## config.mk

```make
export PLATFORM = sky130hd
export DESIGN_NAME = reg_file
export DESIGN_NICKNAME = d
export VERILOG_FILES = /design/src/rv_pkg.sv /design/src/reg_file.sv
export SDC_FILE = /design/constraint.sdc
export NUM_CORES = 2
export LEC_CHECK = 0
export BUFFER_PORTS_ARGS = -buffer_cell sky130_fd_sc_hd__buf_2
export CORE_UTILIZATION = 47
export DETAILED_ROUTE_END_ITERATION = 10
export SLEW_MARGIN = 10
export SYNTH_ARGS = -nofsm -noshare
export SYNTH_HDL_FRONTEND = slang
export SYNTH_SLANG_ARGS = --single-unit
export TNS_END_PERCENT = 20
```

## constraint.sdc

```tcl
create_clock -name clk -period 4.8 [get_ports clk]
set_input_delay 0.48 -clock clk [delete_from_list [all_inputs] [get_ports clk]]
set_output_delay 0.48 -clock clk [all_outputs]
set_load 0.005 [all_outputs]
```

## src/rv_pkg.sv

```systemverilog
package rv_pkg;

    localparam int XLEN = 32;

    localparam logic [XLEN-1:0] RESET_PC  = 32'h8000_0000;
    localparam logic [XLEN-1:0] DMEM_BASE = 32'h8000_1000;
    localparam int              DMEM_WORDS = 256;

    // major opcodes, FENCE is left out on purpose
    localparam logic [6:0] OP_LUI    = 7'b0110111;
    localparam logic [6:0] OP_AUIPC  = 7'b0010111;
    localparam logic [6:0] OP_JAL    = 7'b1101111;
    localparam logic [6:0] OP_JALR   = 7'b1100111;
    localparam logic [6:0] OP_BRANCH = 7'b1100011;
    localparam logic [6:0] OP_LOAD   = 7'b0000011;
    localparam logic [6:0] OP_STORE  = 7'b0100011;
    localparam logic [6:0] OP_IMM    = 7'b0010011;
    localparam logic [6:0] OP_REG    = 7'b0110011;
    localparam logic [6:0] OP_SYSTEM = 7'b1110011;

    localparam logic [11:0] CSR_MSTATUS = 12'h300;
    localparam logic [11:0] CSR_MTVEC   = 12'h305;
    localparam logic [11:0] CSR_MEPC    = 12'h341;
    localparam logic [11:0] CSR_MCAUSE  = 12'h342;

    localparam logic [XLEN-1:0] MSTATUS_RESET = 32'h0000_1800; // MPP = machine
    localparam logic [XLEN-1:0] CAUSE_ECALL_M = 32'd11;

    typedef enum logic [3:0] {
        ALU_ADD,
        ALU_SUB,
        ALU_SLL,
        ALU_SLT,
        ALU_SLTU,
        ALU_XOR,
        ALU_SRL,
        ALU_SRA,
        ALU_OR,
        ALU_AND,
        ALU_PASS_B
    } alu_op_e;

    typedef enum logic [1:0] {
        OPA_RS1,
        OPA_PC,
        OPA_ZERO
    } op_a_sel_e;

    typedef enum logic [1:0] {
        WB_ALU,
        WB_MEM,
        WB_PC4,
        WB_CSR
    } wb_sel_e;

    typedef enum logic [1:0] {
        CSR_NONE,
        CSR_WRITE,
        CSR_SET
    } csr_op_e;

endpackage

```

## src/reg_file.sv

```systemverilog
`timescale 1ns/10ps

module reg_file import rv_pkg::*; (
    input  logic            clk,
    input  logic            rst_n,
    input  logic [4:0]      rs1,
    input  logic [4:0]      rs2,
    input  logic [4:0]      rd,
    input  logic [XLEN-1:0] rd_wdata,
    input  logic            wen,
    output logic [XLEN-1:0] rs1_data,
    output logic [XLEN-1:0] rs2_data,
    output logic [XLEN-1:0] a0_data
);

    logic [XLEN-1:0] regs [32];

    always_ff @(posedge clk) begin
        if (!rst_n) begin
            for (int i = 0; i < 32; i++) begin
                regs[i] <= '0;
            end
        end else if (wen) begin
            regs[rd] <= rd_wdata;
        end
    end

    // x0 keeps its reset value since the decoder never enables a write to it
    assign rs1_data = regs[rs1];
    assign rs2_data = regs[rs2];
    assign a0_data  = regs[10];

    a_x0_zero: assert property (@(posedge clk) disable iff (!rst_n)
        ((rs1 != 5'd0) || (rs1_data == '0)) && ((rs2 != 5'd0) || (rs2_data == '0)));

endmodule

```

==> impl_metrics.csv <==
group,metric,value,unit
job,cap_violations,0,
hold_path,whs_endpoint,"regs[10][1]$_SDFFCE_PN0P_",
floorplanning,design.portCount,146,
worst_setup_path,cp_max_fo,45,
clocking,cts.sinks,1024,
power,power_frac_clock,40.3,%
detailed_routing,drt_wl_total,194000,um
global_route,grt_overflow_total,0,
synth,synth.largest_area_cell,"edfxtp_1",
timing,rsz0062_at_grt,"false",
synth,syn_nets,4696,
synth,synthFlopType,"edfxtp_1",
floorplanning,die_w,347,um
worst_setup_path,path_buf_inv,3,
timing,slew_headroom,9.00,%
worst_setup_path,critPathCaptureType,"output port",
worst_setup_path,max_stage_delay,0.46,ns
detailed_routing,drc,0,
worst_setup_path,cp-start-kind,"input pin",
placed_design,gp_congestion,0.862,
detailed_routing,drt_iter0_markers,3628,
clocking,cts_root_buf,"clkbuf_16",
layout,final_layout_size_suffix_gt1_share,11.4,%
layout,fin_area,62400,um^2
global_route,grt_pass1_vias,38046,
power,seqPwrFrac,47.8,%
synth,synth_cell_type_count,28,
synth,synth-async-reset-ratio,0,%
timing,slew_violations,0,
global_route,grt_max_degree,94,
timing,worst_pin_slew,1.36,ns
power,p_int,16400,uW
detailed_routing,drt_pass1_iterations,6,
synth,netlist_instances,4646,
detailed_routing,vias_per_cell,6.19,
worst_setup_path,crit_type,"in2out",
layout,multi_input_area,23700,um^2
power,p_per_area,354,nW/um^2
placed_design,place_hpwl,114000,um
timing,timing.setup.tns,0,ns
synth,synth_top_area_share,55.0,%
detailed_routing,wl_per_cell,31.0,um
timing,fmax,0.297,GHz
clocking,cts_max_level,3,
layout,largest_register_ffs,1024,
detailed_routing,antenna_left,0,
hold_path,hold_depth,2,
clocking,post_cts_buffers,0,
worst_setup_path,crit_family,"buffers and inverters",
floorplanning,start_util,47.4,%
synth,syn_area_per_cell,12.0,um^2
hold_path,hold_class,"in2reg",
clocking,numCtsBuffers,117,
worst_setup_path,slowest_stage,"buf_8",
layout,nFillCells,10040,
synth,yosysWarnings,0,
placed_design,port_buffers,145,
power,power_frac_comb,11.8,%
layout,synthToLayoutAreaGrowth,11.6,%
power,swShare,26.1,%
timing,fin_crit_sh,70.1,%
outcome,status,"finished, final reports clean",
synth,synth_area,55900,um^2
timing,fin_crit,3.36,ns
synth,synthTopCellsByArea,"edfxtp_1 55%, mux2i_1 18%, and2_1 11%",
floorplanning,rows,126,
layout,regMostFlops,"regs",
clocking,cts_buffer_depth,3,
synth,synth_edf_count,1024,
global_route,grt_pass1_wl,273000,um
floorplanning,dieArea,120000,um^2
power,p_leak,0.0243,uW
clocking,cts_tree,"yes",
clocking,postCtsResizedCells,0,
worst_setup_path,cp_cell_sequence,"buf_8 > buf_12 > mux2i_1 > a22o_1 > nor3_1 > a31oi_1 > nand3_1 > buf_2",
clocking,ctsHoldBuffers,0,
hold_path,min-delay-start,"rd_wdata[1]",
power,vdd_ir_drop_max,0.286,mV
layout,top_regs,"regs x1024",
global_route,grt_usage,31.6,%
worst_setup_path,required,4.32,ns
detailed_routing,num_vias,38634,
synth,synth_seq_cells,1024,
layout,regArea,30700,um^2
power,switching_power,5760,uW
layout,fin_nets,4647,
timing,setup_viol,0,
layout,fin_util,52.9,%
global_route,grt_antenna_before_repair,9,
worst_setup_path,critPathArrivalTime,2.88,ns
floorplanning,dieHeight,347,um
layout,layout_common_cells,"1,024 x mux2i_1, 1,024 x and2_1, 1,024 x edfxtp_1, 195 x nand2_1, 193 x nand3_1",
synth,ys_seq_area_share,55.0,%
clocking,path_clk_slew,0.06,ns
placed_design,dpl_cell_area,58600,um^2
timing,hold_violations,0,
floorplanning,core,118000,um^2
power,finalPower,22100,uW
## power groups by stage
stage	logic (uW)	clock network, uW	registers (uW)
floorplan	1520	0	10700
global placement	2550	0	10700
detailed placement	2580	0	10800
CTS	2580	8980	10600
global route	2730	9300	10600
finish	2620	8920	10600
## kinds of logic after synthesis
logic type	after synthesis	synth area share, %
AOI/OAI and AO/OA	608	7.30
muxes	1024	18.3
and+or+nand+nor	1535	15.7
buffers and inverters	455	3.74
DFF	1024	55.0
## synthesized netlist by cell type, drive strengths merged (32+ instances only)
cell type  number
a21oi         192
nor3           64
and2         1026
edfxtp       1024
nor2           36
a31oi          64
buf           177
mux2i        1024
a22o          128
o21ai          32
nand3         193
nand2         197
a22oi         192
clkbuf        278
## routing by layer
layer	vias to the layer above	share of wire [%]	track usage [%]	wire, um
met3	373	7.2	3.99	13900
met1	19578	41	42.5	80200
met5	-	0.035	0	67
li1	16951	-	-	-
met2	1722	46	50.8	89900
met4	10	4.9	15.2	9430
## final cells by class
cell class	count	area share, %
clock buffers	134	4.79
flip-flops and latches	1024	49.2
multi-input cells	3167	37.9
diodes	6	0.0240
clock inverters	85	1.26
well taps	1536	3.08
repair buffers	287	3.68
## through the flow
step	worst slack (ns)	hold WS, ns	cells
floorplan	0.880	0.678	4646
global placement	1.39	0.944	6013
detailed placement	1.43	0.939	6013
CTS	1.49	0.349	6232
global route	1.44	0.397	6233
finish	1.44	0.387	6239
## worst max path at each step
stage | from | to | depth (start not counted)
after floorplan | rd[0] | regs[24][0]$_SDFFCE_PN0P_ | 4
after global placement | rst_n | regs[31][23]$_SDFFCE_PN0P_ | 6
after detailed placement | rst_n | regs[31][25]$_SDFFCE_PN0P_ | 6
after CTS | rs1[1] | rs1_data[18] | 9
after global routing | rs1[1] | rs1_data[18] | 9
final | rs1[1] | rs1_data[16] | 8
(Power assumes the default switching activity.)
