**config.mk**
```make
export PLATFORM = sky130hd
export DESIGN_NAME = csr_unit
export DESIGN_NICKNAME = d
export VERILOG_FILES = /design/src/rv_pkg.sv /design/src/csr_unit.sv
export SDC_FILE = /design/constraint.sdc
export NUM_CORES = 1
export LEC_CHECK = 0
export BUFFER_PORTS_ARGS = -buffer_cell sky130_fd_sc_hd__buf_2
export CAP_MARGIN = 0
export CORE_ASPECT_RATIO = 0.6
export CORE_MARGIN = 5
export CORE_UTILIZATION = 48
export CTS_CLUSTER_DIAMETER = 40
export DETAILED_ROUTE_END_ITERATION = 10
export PLACE_DENSITY = 0.84
export SLEW_MARGIN = 10
export SYNTH_ARGS = -nofsm -noshare
export SYNTH_HDL_FRONTEND = slang
export SYNTH_SLANG_ARGS = --single-unit
```
**constraint.sdc**
```tcl
create_clock -name clk -period 1.9 [get_ports clk]
set_clock_uncertainty 0.2 [all_clocks]
set_input_delay 0.095 -clock clk [delete_from_list [all_inputs] [get_ports clk]]
set_output_delay 0.095 -clock clk [all_outputs]
set_load 0.02 [all_outputs]
```
**src/rv_pkg.sv**
```systemverilog
package rv_pkg;

    localparam int XLEN = 32;

    localparam logic [XLEN-1:0] RESET_PC  = 32'h8000_0000;
    localparam logic [XLEN-1:0] DMEM_BASE = 32'h8000_1000;
    localparam int              DMEM_WORDS = 256;

    // major opcodes, FENCE is left out on purpose
    localparam logic [6:0] OP_LUI    = 7'b0110111;
    localparam logic [6:0] OP_AUIPC  = 7'b0010111;
    localparam logic [6:0] OP_JAL    = 7'b1101111;
    localparam logic [6:0] OP_JALR   = 7'b1100111;
    localparam logic [6:0] OP_BRANCH = 7'b1100011;
    localparam logic [6:0] OP_LOAD   = 7'b0000011;
    localparam logic [6:0] OP_STORE  = 7'b0100011;
    localparam logic [6:0] OP_IMM    = 7'b0010011;
    localparam logic [6:0] OP_REG    = 7'b0110011;
    localparam logic [6:0] OP_SYSTEM = 7'b1110011;

    localparam logic [11:0] CSR_MSTATUS = 12'h300;
    localparam logic [11:0] CSR_MTVEC   = 12'h305;
    localparam logic [11:0] CSR_MEPC    = 12'h341;
    localparam logic [11:0] CSR_MCAUSE  = 12'h342;

    localparam logic [XLEN-1:0] MSTATUS_RESET = 32'h0000_1800; // MPP = machine
    localparam logic [XLEN-1:0] CAUSE_ECALL_M = 32'd11;

    typedef enum logic [3:0] {
        ALU_ADD,
        ALU_SUB,
        ALU_SLL,
        ALU_SLT,
        ALU_SLTU,
        ALU_XOR,
        ALU_SRL,
        ALU_SRA,
        ALU_OR,
        ALU_AND,
        ALU_PASS_B
    } alu_op_e;

    typedef enum logic [1:0] {
        OPA_RS1,
        OPA_PC,
        OPA_ZERO
    } op_a_sel_e;

    typedef enum logic [1:0] {
        WB_ALU,
        WB_MEM,
        WB_PC4,
        WB_CSR
    } wb_sel_e;

    typedef enum logic [1:0] {
        CSR_NONE,
        CSR_WRITE,
        CSR_SET
    } csr_op_e;

endpackage

```
**src/csr_unit.sv**
```systemverilog
`timescale 1ns/10ps

module csr_unit import rv_pkg::*; (
    input  logic            clk,
    input  logic            rst_n,
    input  csr_op_e         csr_op,
    input  logic [11:0]     csr_addr,
    input  logic [XLEN-1:0] csr_wdata,
    input  logic [XLEN-1:0] pc,
    input  logic            ecall,
    output logic [XLEN-1:0] csr_rdata,
    output logic [XLEN-1:0] mtvec,
    output logic [XLEN-1:0] mepc
);

    logic [XLEN-1:0] mstatus;
    logic [XLEN-1:0] mcause;
    logic [XLEN-1:0] csr_new;

    always_comb begin
        case (csr_addr)
            CSR_MSTATUS: csr_rdata = mstatus;
            CSR_MTVEC:   csr_rdata = mtvec;
            CSR_MEPC:    csr_rdata = mepc;
            CSR_MCAUSE:  csr_rdata = mcause;
            default:     csr_rdata = '0;   // unknown CSRs read as zero
        endcase
    end

    assign csr_new = (csr_op == CSR_WRITE) ? csr_wdata : (csr_rdata | csr_wdata);

    always_ff @(posedge clk) begin
        if (!rst_n) begin
            mstatus <= MSTATUS_RESET;
            mtvec   <= '0;
            mepc    <= '0;
            mcause  <= '0;
        end else if (ecall) begin
            mepc   <= pc;   // the handler steps past the ECALL itself
            mcause <= CAUSE_ECALL_M;
        end else if (csr_op != CSR_NONE) begin
            case (csr_addr)
                CSR_MSTATUS: mstatus <= csr_new;
                CSR_MTVEC:   mtvec   <= csr_new;
                CSR_MEPC:    mepc    <= csr_new;
                CSR_MCAUSE:  mcause  <= csr_new;
                default:     ;
            endcase
        end
    end

endmodule

```
==> flow_summary.yaml <==
clock_tree:
  h-tree-depth: 4
  cts_tree: "yes"
  cts_sinks: 128
  root_buffer: "clkbuf_16"
  numCtsBuffers: 17
  clock_latency_ns: 0.42
  clockBufferDepth: 2
  clk_pin_slew_ns: 0.06
routing:
  drtIter0Drc: 1196
  wl_mm: 26.7
  detail_route.vias_per_cell: 6.19
  drc_errors: 0
  wl_per_cell_um: 21.2
  postRouteAntennaNets: 0
  dr.pass1.iters: 6
  via_count: 7769
pwr:
  swShare: 0.254
  p_comb_frac: 0.122
  switchingPower_uw: 1790
  internal-power_uw: 5250
  p_leak_uw: 0.00400
  p_clk_frac: 0.484
  peakVddDrop_v: 0.000624
  p_seq_frac: 0.394
  power_density_mw_per_mm2: 742
sta:
  slew_headroom: 0.663
  worst_pin_slew_ns: 0.500
  tns_ns: -0.0353
  rsz0062_at_grt: "true"
  period_share: 1.01
  setup_violations: 2
  fin_ws_ns: -0.0243
  finalHoldViolCount: 0
  report.final.slew_viol_count: 0
  fin_crit_ns: 1.92
  timing.fmax_mhz: 520
  finalHoldWorstSlack_ns: 0.0690
critical_path:
  slowest_stage: "o21ai_0"
  endpoint_kind: "flop"
  worst_path_largest_cell_delay_ns: 0.42
  cp_top_family: "compound AO/OA/AOI/OAI gates"
  worst-path-buf-inv: 2
  crit_type: "flop to flop"
  cpMostUsedCell: "buf_4"
  worstPathCellList: "and3_1, o21ai_0, a21oi_2, buf_4, buf_4, o311a_1"
  cp-start-kind: "flop"
  crit_required_ns: 2.01
  crit_path_max_fanout: 3
  arrival_ns: 2.04
floorplanning:
  ios: 177
  die_w_um: 159
  chipHeight_um: 99.4
  core-area_sq_mm: 0.0129
  die_area_sq_mm: 0.0158
  rows: 32
  initial_core_util: 0.495
finish:
  syn_to_final_growth_pct: 48.2
  fin_area_sq_mm: 0.00948
  n_fill_cell: 936
  utilization: 0.733
  final_net_count: 1150
  drive_gt1_frac: 0.348
logic_synthesis:
  synthMostInstantiatedCell: "dfxtp_1"
  synth_edf_count: 0
  syn_nets: 860
  synth_top_area_share: 0.400
  synth_fa_ha_area_frac: 0
  synth_commonest_cells: "128 x dfxtp_1, 118 x nor2_1, 103 x a21oi_1"
  syn-cell-area_sq_mm: 0.00640
  synth_cell_type_count: 43
  synth_xor_area_frac: 0
  avgSynthCellArea_sq_um: 8.21
  synth-compound-area-share: 0.346
  yosys.area.top_type: "dfxtp_1"
  async_flop_share: 0
  yosys_register_bits: 128
  synth_flop_cell: "dfxtp_1"
  synth_top_family_by_area: "compound AO/OA/AOI/OAI gates"
  synthMuxAreaShare: 0.0610
  yosysWarnings: 0
  synth_area_leaders: "dfxtp_1 40%, a21oi_1 8.1%, nor2_1 6.9%"
  ys_seq_area_frac: 0.400
  syn_inst: 779
  synth-simple-area-share: 0.141
job:
  maxCapViolCount: 0
global_route:
  antenna_found_initial: 3
  grt_overflow: 0
  grt_usage: 0.314
  grt_pass1_vias: 7026
  grt_max_degree: 59
  grt_pass1_wl_mm: 39.5
place:
  portBuffers: 176
  gp_congestion: 0.988
  dpl_cell_area_sq_mm: 0.00813
  hpwl_mm: 18.1
hold_path:
  hold_path.class: "input port to flop"
status:
  status: "finished with violations"
  violations: "setup timing"
[placed cells by master (no fill, tap or decap), types with 3 or more instances in the layout]
cell,n
buf_2,170
dfxtp_1,124
nor2_1,113
a21oi_1,100
buf_4,98
o21ai_0,77
dlygate4sd3_1,65
a22oi_1,52
a211oi_1,44
mux2_2,32
a22o_1,27
a21boi_1,17
clkbuf_16,17
o21ai_1,13
and3b_1,10
nand2_1,10
a31oi_1,10
buf_12,10
and3_1,6
nor3_1,6
nor2_2,5
a21boi_0,5
nand3_1,4
nor3b_1,4
inv_6,4
dfxtp_2,4
diode_2,3
a21oi_2,3
nor4_4,3
inv_1,3
mux2i_1,3
o311a_1,3
clkinvlp_4,3
bufinv_16,3
clkinv_4,3
buf_6,3
[worst paths after layout]
kind                            cells past startpoint  slack (ns)          end         from
worst max-delay path                                6       -0.02    mcause[0]     mtvec[0]
worst min-delay path                                5        0.07    mcause[0]    csr_op[1]
worst max register to register                      6       -0.02    mcause[0]     mtvec[0]
worst min register to register                      2        0.30  mstatus[26]  mstatus[26]
[metal layers]
layer | vias to the layer above | global-route usage | part of all wire
li1 | 3467 | - | -
met1 | 3546 | 0.453 | 0.43
met2 | 672 | 0.435 | 0.40
met3 | 84 | 0.111 | 0.14
met4 | 0 | 0.101 | 0.030
met5 | - | 0 | 0
[tightest hold or removal path: stages]
cell and delay (ns):
buf_2 0.10, o21ai_1 0.10, nor2_4 0.14, mux2i_1 0.09
o311a_1 0.12
[flip-flops by register name, summed over array words and instances, names as in the netlist]
name,count
mstatus,32
mcause,32
mepc,32
mtvec,32
[layout make-up]
type	count	area [sq um]	area share
Multi-Input combinational cell	571	3580	0.378
Clock inverter	14	179	0.0189
Clock buffer	18	439	0.0463
Sequential cell	128	2570	0.271
Inverter	4	15.0	0.00158
Tap cell	170	213	0.0224
Antenna cell	3	7.51	0.000792
Timing Repair Buffer	347	2480	0.261
[power by group through the flow]
stage | combinational [uW] | clock, uW | sequential [uW]
floorplan | 303 | 0 | 2860
global placement | 692 | 0 | 2830
detailed placement | 698 | 0 | 2830
CTS | 809 | 3390 | 2770
global route | 891 | 3550 | 2780
finish | 857 | 3400 | 2770
[through the flow]
step                      setup slack [ns]  std cells  total power [uW]
after floorplan                     0.0237        779              3170
after detailed placement            -0.171       1152              3530
after global placement             -0.0793       1152              3520
final                              -0.0243       1255              7040
after global routing               -0.0582       1255              7220
after CTS                           0.0102       1249              6970
[what timing repair did]
item / in CTS / in global routing
gates resized for setup: 2 / 23
buffers inserted: 0 / 3
hold endpoints to repair: 88 / 0
hold buffers: 65 / 0
endpoints found under the setup margin: 4 / 27
pin swaps: 0 / 7
[cell families (layout without fill, tap and decap cells)]
group           count (synthesis)  after routing
compound gates                355            355
buf+inv                        80            383
flops                         128            128
mux                            35             35
other cells                     0              3
simple gates                  181            181
Note: power is estimated with default switching activity, not from simulation.
