==> src/rv_pkg.sv <==
package rv_pkg;

    localparam int XLEN = 32;

    localparam logic [XLEN-1:0] RESET_PC  = 32'h8000_0000;
    localparam logic [XLEN-1:0] DMEM_BASE = 32'h8000_1000;
    localparam int              DMEM_WORDS = 256;

    // major opcodes, FENCE is left out on purpose
    localparam logic [6:0] OP_LUI    = 7'b0110111;
    localparam logic [6:0] OP_AUIPC  = 7'b0010111;
    localparam logic [6:0] OP_JAL    = 7'b1101111;
    localparam logic [6:0] OP_JALR   = 7'b1100111;
    localparam logic [6:0] OP_BRANCH = 7'b1100011;
    localparam logic [6:0] OP_LOAD   = 7'b0000011;
    localparam logic [6:0] OP_STORE  = 7'b0100011;
    localparam logic [6:0] OP_IMM    = 7'b0010011;
    localparam logic [6:0] OP_REG    = 7'b0110011;
    localparam logic [6:0] OP_SYSTEM = 7'b1110011;

    localparam logic [11:0] CSR_MSTATUS = 12'h300;
    localparam logic [11:0] CSR_MTVEC   = 12'h305;
    localparam logic [11:0] CSR_MEPC    = 12'h341;
    localparam logic [11:0] CSR_MCAUSE  = 12'h342;

    localparam logic [XLEN-1:0] MSTATUS_RESET = 32'h0000_1800; // MPP = machine
    localparam logic [XLEN-1:0] CAUSE_ECALL_M = 32'd11;

    typedef enum logic [3:0] {
        ALU_ADD,
        ALU_SUB,
        ALU_SLL,
        ALU_SLT,
        ALU_SLTU,
        ALU_XOR,
        ALU_SRL,
        ALU_SRA,
        ALU_OR,
        ALU_AND,
        ALU_PASS_B
    } alu_op_e;

    typedef enum logic [1:0] {
        OPA_RS1,
        OPA_PC,
        OPA_ZERO
    } op_a_sel_e;

    typedef enum logic [1:0] {
        WB_ALU,
        WB_MEM,
        WB_PC4,
        WB_CSR
    } wb_sel_e;

    typedef enum logic [1:0] {
        CSR_NONE,
        CSR_WRITE,
        CSR_SET
    } csr_op_e;

endpackage

==> src/instr_decode.sv <==
`timescale 1ns/10ps

module instr_decode import rv_pkg::*; (
    input  logic [31:0]     inst,
    output logic [4:0]      rs1,
    output logic [4:0]      rs2,
    output logic [4:0]      rd,
    output logic [31:0]     imm,
    output alu_op_e         alu_op,
    output op_a_sel_e       op_a_sel,
    output logic            op_b_imm,
    output wb_sel_e         wb_sel,
    output logic            reg_wen,
    output logic            mem_ren,
    output logic            mem_wen,
    output logic            branch,
    output logic            jump,
    output logic            jalr,
    output logic [2:0]      mem_funct3,
    output csr_op_e         csr_op,
    output logic [11:0]     csr_addr,
    output logic            ecall,
    output logic            mret,
    output logic            ebreak,
    output logic            illegal
);

    logic [6:0]      opcode;
    logic [2:0]      funct3;
    logic [6:0]      funct7;
    logic [XLEN-1:0] imm_i;
    logic [XLEN-1:0] imm_s;
    logic [XLEN-1:0] imm_b;
    logic [XLEN-1:0] imm_u;
    logic [XLEN-1:0] imm_j;
    logic            wen_raw;

    assign opcode     = inst[6:0];
    assign funct3     = inst[14:12];
    assign funct7     = inst[31:25];
    assign rd         = inst[11:7];
    assign rs1        = inst[19:15];
    assign rs2        = inst[24:20];
    assign mem_funct3 = funct3;   // also selects the branch condition
    assign csr_addr   = inst[31:20];

    assign imm_i = {{20{inst[31]}}, inst[31:20]};
    assign imm_s = {{20{inst[31]}}, inst[31:25], inst[11:7]};
    assign imm_b = {{19{inst[31]}}, inst[31], inst[7], inst[30:25], inst[11:8], 1'b0};
    assign imm_u = {inst[31:12], 12'b0};
    assign imm_j = {{11{inst[31]}}, inst[31], inst[19:12], inst[20], inst[30:21], 1'b0};

    // funct3 picks the operation, alt selects SUB and SRA
    function automatic alu_op_e alu_sel(input logic [2:0] f3, input logic alt);
        alu_op_e op;
        case (f3)
            3'b000:  op = alt ? ALU_SUB : ALU_ADD;
            3'b001:  op = ALU_SLL;
            3'b010:  op = ALU_SLT;
            3'b011:  op = ALU_SLTU;
            3'b100:  op = ALU_XOR;
            3'b101:  op = alt ? ALU_SRA : ALU_SRL;
            3'b110:  op = ALU_OR;
            default: op = ALU_AND;
        endcase
        return op;
    endfunction

    always_comb begin
        imm      = imm_i;
        alu_op   = ALU_ADD;
        op_a_sel = OPA_ZERO;   // the ALU idles on zero unless rs1 or pc is needed
        op_b_imm = 1'b1;
        wb_sel   = WB_ALU;
        wen_raw  = 1'b0;
        mem_ren  = 1'b0;
        mem_wen  = 1'b0;
        branch   = 1'b0;
        jump     = 1'b0;
        jalr     = 1'b0;
        csr_op   = CSR_NONE;
        ecall    = 1'b0;
        mret     = 1'b0;
        ebreak   = 1'b0;
        illegal  = 1'b0;
        case (opcode)
            OP_LUI: begin
                imm     = imm_u;
                alu_op  = ALU_PASS_B;
                wen_raw = 1'b1;
            end
            OP_AUIPC: begin
                imm      = imm_u;
                op_a_sel = OPA_PC;
                wen_raw  = 1'b1;
            end
            OP_JAL: begin
                imm      = imm_j;
                op_a_sel = OPA_PC;   // target is pc + offset
                wb_sel   = WB_PC4;
                jump     = 1'b1;
                wen_raw  = 1'b1;
            end
            OP_JALR: begin
                op_a_sel = OPA_RS1;
                wb_sel   = WB_PC4;
                jump     = 1'b1;
                jalr     = 1'b1;
                wen_raw  = 1'b1;
                illegal  = (funct3 != 3'b000);
            end
            OP_BRANCH: begin
                imm     = imm_b;
                branch  = 1'b1;
                illegal = (funct3 == 3'b010) || (funct3 == 3'b011);
            end
            OP_LOAD: begin
                op_a_sel = OPA_RS1;
                wb_sel   = WB_MEM;
                mem_ren  = 1'b1;
                wen_raw  = 1'b1;
                illegal  = (funct3 == 3'b011) || (funct3[2:1] == 2'b11);
            end
            OP_STORE: begin
                imm      = imm_s;
                op_a_sel = OPA_RS1;
                mem_wen  = 1'b1;
                illegal  = (funct3 > 3'b010);
            end
            OP_IMM: begin
                op_a_sel = OPA_RS1;
                alu_op   = alu_sel(funct3, (funct3 == 3'b101) && funct7[5]);
                wen_raw  = 1'b1;
                if (funct3 == 3'b001) begin
                    illegal = (funct7 != 7'b0);
                end else if (funct3 == 3'b101) begin
                    illegal = (funct7 != 7'b0) && (funct7 != 7'b0100000);
                end
            end
            OP_REG: begin
                op_a_sel = OPA_RS1;
                op_b_imm = 1'b0;
                alu_op   = alu_sel(funct3, funct7[5]);
                wen_raw  = 1'b1;
                illegal  = (funct7 != 7'b0) &&
                           !((funct7 == 7'b0100000) && (funct3 == 3'b000 || funct3 == 3'b101));
            end
            OP_SYSTEM: begin
                case (funct3)
                    3'b000: begin
                        ecall   = (inst == 32'h0000_0073);
                        ebreak  = (inst == 32'h0010_0073);
                        mret    = (inst == 32'h3020_0073);
                        illegal = !(ecall || ebreak || mret);
                    end
                    3'b001, 3'b010: begin
                        csr_op  = (funct3 == 3'b001) ? CSR_WRITE : CSR_SET;
                        wb_sel  = WB_CSR;
                        wen_raw = 1'b1;
                    end
                    default: illegal = 1'b1;   // immediate CSR forms are not supported
                endcase
            end
            default: illegal = 1'b1;
        endcase
    end

    assign reg_wen = wen_raw && (rd != 5'd0);

endmodule

==> config.mk <==
export PLATFORM = sky130hd
export DESIGN_NAME = instr_decode
export DESIGN_NICKNAME = d
export VERILOG_FILES = /design/src/rv_pkg.sv /design/src/instr_decode.sv
export SDC_FILE = /design/constraint.sdc
export NUM_CORES = 1
export LEC_CHECK = 0
export BUFFER_PORTS_ARGS = -buffer_cell sky130_fd_sc_hd__clkbuf_2
export CORE_UTILIZATION = 32
export DETAILED_ROUTE_END_ITERATION = 10
export GPL_ROUTABILITY_DRIVEN = 0
export PLACE_DENSITY = 0.79
export SETUP_SLACK_MARGIN = 0.02
export SYNTH_ARGS = -nofsm -noshare
export SYNTH_HDL_FRONTEND = slang
export SYNTH_SLANG_ARGS = --single-unit
export TNS_END_PERCENT = 10
==> constraint.sdc <==
create_clock -name vclk -period 3.7
set_input_delay 0.185 -clock vclk [all_inputs]
set_output_delay 0.185 -clock vclk [all_outputs]
set_load 0.01 [all_outputs]
==> results of run 1 <==
-- power groups by stage --
stage | combinational (mW) | sequential, mW | clock [mW]
2_1_floorplan | 0.102 | 0 | 0
3_3_place_gp | 0.152 | 0 | 0
3_5_place_dp | 0.153 | 0 | 0
4_1_cts | 0.154 | 0 | 0
5_1_grt | 0.168 | 0 | 0
6_report | 0.153 | 0 | 0
-- path summary, 6_finish.rpt --
check | cells after the start | slack (ns) | start | endpoint
min | 2 | 0.59 | inst[17] | rs1[2]
max | 7 | 1.21 | inst[3] | illegal
-- layout by cell type, fill, tap and decap left out, types with 2 or more instances in the layout --
| cell type | n |
|---|---|
| a21oi_1 | 3 |
| nor4_1 | 4 |
| nor3_1 | 6 |
| nor3b_1 | 2 |
| and2_1 | 2 |
| nand3_1 | 4 |
| and2b_1 | 2 |
| o22ai_1 | 2 |
| nor2_1 | 13 |
| nor2b_1 | 8 |
| a21o_1 | 19 |
| a22oi_1 | 2 |
| nand2b_1 | 4 |
| inv_1 | 4 |
| nand2_1 | 9 |
| a22o_1 | 6 |
| o21ai_0 | 7 |
| o211ai_1 | 3 |
| clkbuf_2 | 115 |
-- layer usage --
metal  share of wire (%)  GRT usage (%)
met1                  44           25.7
met2                  49           31.4
met3                 7.0              0
met4                   0              0
met5                   0              0
-- layout make-up --
class	instances	share of cell area, %
multi-input cells	120	55.3
repair buffers	116	39.9
well taps	44	3.76
inverters	4	1.03
-- stage by stage --
step	hold WS (ns)	cells	power, mW	worst slack, ns	util [%]
after floorplan	0.424	165	0.102	1.51	-
final	0.587	284	0.153	1.21	46.4
after detailed placement	0.590	284	0.153	1.23	46.4
after global placement	0.588	284	0.152	1.26	46.4
after CTS	0.590	284	0.154	1.22	46.4
after global routing	0.601	284	0.168	1.09	46.4
-- cell families (layout without fill, tap and decap cells) --
family,after synthesis,in the layout,share of synthesized area (%)
AOI/OAI and AO/OA,52,52,35.3
and+or+nand+nor,66,66,36.3
buffers and inverters,45,120,26.6
xor gates and xnor gates,1,1,0.795
muxes,1,1,1.02
==> summary.md, run 1 <==
| Metric | Value |
|---|---|
| Total of warnings raised by yosys | `0` |
| WS Path Type | `input pin to output pin` |
| Synth top area share | `21.1%` |
| Power per cell area | `105 nW/um^2` |
| Hold buffers post-CTS | `0` |
| Cell Rows | `20` |
| Nets | `274` |
| Die Y | `60.7 um` |
| RSZ-0062 raised after global routing | `false` |
| FF/Latch Area | `0 um^2` |
| Layout cells sized above 1 | `51.7%` |
| Final ANT Viol Nets | `0` |
| Core area | `3150 um^2` |
| Buffers & Inverters on Critical Path | `2` |
| Largest area contributor in the netlist | `buf_4` |
| Number of flip-flops and latches | `0` |
| Residual DRC count | `0` |
| Multi-input gate area | `810 um^2` |
| Post-Layout Inst Area | `1460 um^2` |
| Startpoint types | `input pin` |
| WL per Instance | `13.2 um` |
| Synth unique cells | `45` |
| Critical-path cell list | `clkbuf_2, nand4bb_4, or4b_4, or4_4, a221oi_2, o211ai_1, clkbuf_2` |
| Die area | `3680 um^2` |
| Die X | `60.7 um` |
| Sequential area share after synthesis | `0%` |
| Port bufs | `115` |
| Syn_nets | `197` |
| Largest net degree at the start of global routing | `22` |
| DP HPWL | `3.04 mm` |
| Post-cts sizing count | `0` |
| Static Leakage | `0.865 nW` |
| Final period util | `67.3%` |
| Fill cells | `330` |
| Setup bufs post-CTS | `0` |
| Hold Crit Class | `input pin to output pin` |
| Period minus WS final | `2.49 ns` |
| Pint | `0.0638 mW` |
| Via-per-instance ratio | `5.23` |
| Global route total overflow | `0` |
| Actual slew at the worst max-slew pin | `0.815 ns` |
| CP Max Fanout | `10` |
| Ant. Diodes | `0` |
| Wirelength, routed | `3.76 mm` |
| Top area cells in the synthesized netlist | `buf_4 21%, a21o_1 13%, a22o_1 4.8%` |
| Vias in the first global route | `1114` |
| Setup TNS | `0 ns` |
| Max cap viols | `0` |
| Cell mode on critical path | `clkbuf_2` |
| Critical Path End Type | `output pin` |
| Initial antenna violation count | `0` |
| Synthesis-to-layout area growth | `32.7%` |
| # setup viols final | `0` |
| DP Area | `1460 um^2` |
| Global-route wire length before repair | `5.12 mm` |
| NetSw | `0.0894 mW` |
| Comb pwr share | `100.0%` |
| Status | `finished, final reports clean` |
| Pre-antenna DRT Iters | `4` |
| Post-synthesis cell area | `1100 um^2` |
| Slowest-stage cell, CP | `or4b_4` |
| Worst path arrival time | `2.31 ns` |
| Ports | `115` |
| Peak VDD IR | `0.0000395 V` |
| Synth Instances | `165` |
| Relative slew slack | `45.5%` |
| Most instantiated cells after synthesis | `31 x buf_4, 19 x a21o_1, 13 x nor2_1` |
| Fmax | `401 MHz` |
| Max-slew violation count | `0` |
| Vias | `1484` |
| Reg power frac | `0%` |
| Total GRT Usage | `17.7%` |
| Cell with the most instances after synthesis | `buf_4` |
| Sw Share | `58.4%` |
| Clock power share | `0%` |
| DRT iter0 DRCs | `47` |
| Largest stage delay on the critical path | `0.58 ns` |
| CLK BUF | `0` |
| Worst Path Required | `3.51 ns` |
| Initial Util | `35.0%` |
| CP delay by family, top | `simple AND/OR/NAND/NOR gates` |
| Mean Syn Cell Area | `6.68 um^2` |
| Endpoints failing hold | `0` |
No activity file was read; power rests on OpenSTA's default activity.
==> run 2: changes to the inputs <==
- clock period: 3.7 -> 2.4 ns (I/O delays scaled with it)
==> run 2 against run 1 <==
Core utilization is 2.5 points higher. Cell count is 3.2% higher. Non-clock buffer count is 9 higher. Wire length is 3.8% higher. First-iteration DRC count is 11% higher. Critical path type unchanged. Largest cell class unchanged.
==> summary.md, run 2 (same netlist as run 1, synthesis figures left out) <==
| Metric | Value |
|---|---|
| RSZ-0062 raised after global routing | `false` |
| CP endpoint | `illegal` |
| Endpoints failing hold | `0 (unchanged)` |
| Commonest non-fill, non-tap cell in the layout | `clkbuf_2` |
| Pint | `0.107 mW (+67%)` |
| Global-route wire length before repair | `5.61 mm (+9.6%)` |
| Layout cells sized above 1 | `53.4% (+1.7 points)` |
| Relative slew slack | `48.5% (+3.0 points)` |
| Ant. Diodes | `0 (unchanged)` |
| Initial Util | `35.0% (unchanged)` |
| Critical-path cell list | `clkbuf_2, nand4bb_4, or4b_4, or4_4, a221oi_4, o211ai_1, clkbuf_2` |
| Initial antenna violation count | `0 (unchanged)` |
| Cell mode on critical path | `clkbuf_2` |
| Nets | `283 (+3.3%)` |
| Largest stage delay on the critical path | `0.58 ns (about the same)` |
| Die X | `60.7 um (unchanged)` |
| Residual DRC count | `0 (unchanged)` |
| Actual slew at the worst max-slew pin | `0.771 ns (-0.0446 ns)` |
| Period minus WS final | `2.30 ns` |
| Largest net degree at the start of global routing | `22 (unchanged)` |
| Critical Path End Type | `output pin` |
| Die Y | `60.7 um (unchanged)` |
| DP HPWL | `3.24 mm (+6.4%)` |
| # setup viols final | `0 (unchanged)` |
| CLK BUF | `0 (unchanged)` |
| CP Max Fanout | `8 (-2)` |
| Power per cell area | `160 nW/um^2 (+53%)` |
| Fmax | `435 MHz` |
| Number of flip-flops and latches | `0 (unchanged)` |
| Total GRT Usage | `19.5% (+1.8 points)` |
| FF/Latch Area | `0 um^2 (unchanged)` |
| Wirelength, routed | `3.90 mm (+3.8%)` |
| Cell Rows | `20 (unchanged)` |
| Worst Path Required | `2.28 ns (-1.23 ns)` |
| Hold Crit Class | `input pin to output pin` |
| Synthesis-to-layout area growth | `39.8%` |
| Clock power share | `0% (unchanged)` |
| WL per Instance | `13.3 um (+0.65%)` |
| Layout Cells excl Fill | `293 (+3.2%)` |
| Global route total overflow | `0 (unchanged)` |
| WS Path Type | `input pin to output pin` |
| Worst path arrival time | `2.18 ns (-0.13 ns)` |
| Final period util | `95.8%` |
| Vias in the first global route | `1184 (+6.3%)` |
| Peak VDD IR | `0.0000542 V (+37%)` |
| NetSw | `0.141 mW (+57%)` |
| Comb pwr share | `100.0% (about the same)` |
| Die area | `3680 um^2 (unchanged)` |
| Vias | `1541 (+3.8%)` |
| Startpoint types | `input pin` |
| Via-per-instance ratio | `5.26 (+0.65%)` |
| Pre-antenna DRT Iters | `4 (unchanged)` |
| Static Leakage | `0.911 nW (+5.3%)` |
| Placed Cells | `293 (+3.2%)` |
| Max cap viols | `0 (unchanged)` |
| Slowest-stage cell, CP | `or4b_4` |
| Core area | `3150 um^2 (unchanged)` |
| Fill cells | `347 (+5.2%)` |
| DRT iter0 DRCs | `52 (+11%)` |
| Most frequent cells in the layout | `115 x clkbuf_2, 19 x a21o_1, 13 x nor2_1` |
| Sw Share | `56.9% (-1.5 points)` |
| Final core area utilization | `48.9% (+2.5 points)` |
| Port bufs | `115 (unchanged)` |
| CP delay by family, top | `simple AND/OR/NAND/NOR gates` |
| Max-slew violation count | `0 (unchanged)` |
| Reg power frac | `0% (unchanged)` |
| Hold buffers post-CTS | `0 (unchanged)` |
| Ports | `115 (unchanged)` |
| Final ANT Viol Nets | `0 (unchanged)` |
| Buffers & Inverters on Critical Path | `2 (unchanged)` |
| Setup TNS | `0 ns (unchanged)` |
| Levels on crit path | `7 (unchanged)` |
| CP startpoint | `inst[2]` |
| Status | `finished, final reports clean` |
run 2: changes by cell type in the layout (fill, tap and decap cells not counted):
| cell | previous run | this run |
|---|---|---|
| a221oi_2 | 1 | 0 |
| a221oi_4 | 0 | 1 |
| buf_4 | 1 | 10 |
run 2: through the flow:
step	setup WS (ns)	power, mW	hold WS (ns)	instance area, um^2
after floorplan	0.340	0.157	0.294	1100
after global placement	0.0663	0.244	0.458	1530
after detailed placement	0.0940	0.246	0.460	1530
after CTS	0.0923	0.247	0.460	1530
after global routing	0.0236	0.274	0.477	1540
final	0.100	0.247	0.459	1540
run 2: cell type report:
class	instances	area (um^2)	area share, %
multi-input cells	120	821	53.2
repair buffers	125	651	42.2
inverters	4	15.0	0.974
well taps	44	55.1	3.57
run 2: worst min path at each step:
| stage | from | to | slack, ns | cells past startpoint |
|---|---|---|---|---|
| after floorplan | inst[2] | alu_op[2] | 0.29 | 1 |
| after global placement | inst[17] | rs1[2] | 0.46 | 2 |
| after detailed placement | inst[17] | rs1[2] | 0.46 | 2 |
| after CTS | inst[16] | rs1[1] | 0.46 | 2 |
| after global routing | inst[18] | rs1[3] | 0.48 | 2 |
| final | inst[16] | rs1[1] | 0.46 | 2 |
run 2: per-layer routing:
metal	vias up	part of all wire, %	wire (um)	track usage [%]
li1	750	-	-	-
met1	711	43	1680	28.4
met2	80	50	1960	33.9
met3	0	6.6	257	0.213
met4	0	0	0	0.649
met5	-	0	0	0
run 2: repair_timing:
action | 4_1_cts | 5_1_grt
setup buffers | 0 | 0
gates resized for setup | 0 | 1
setup endpoints to repair | 0 | 1
run 2: power by group through the flow:
stage / Sequential, mW / Clock (mW) / Combinational (mW)
final: 0 / 0 / 0.247
after global routing: 0 / 0 / 0.274
after CTS: 0 / 0 / 0.247
after detailed placement: 0 / 0 / 0.246
after global placement: 0 / 0 / 0.244
after floorplan: 0 / 0 / 0.157
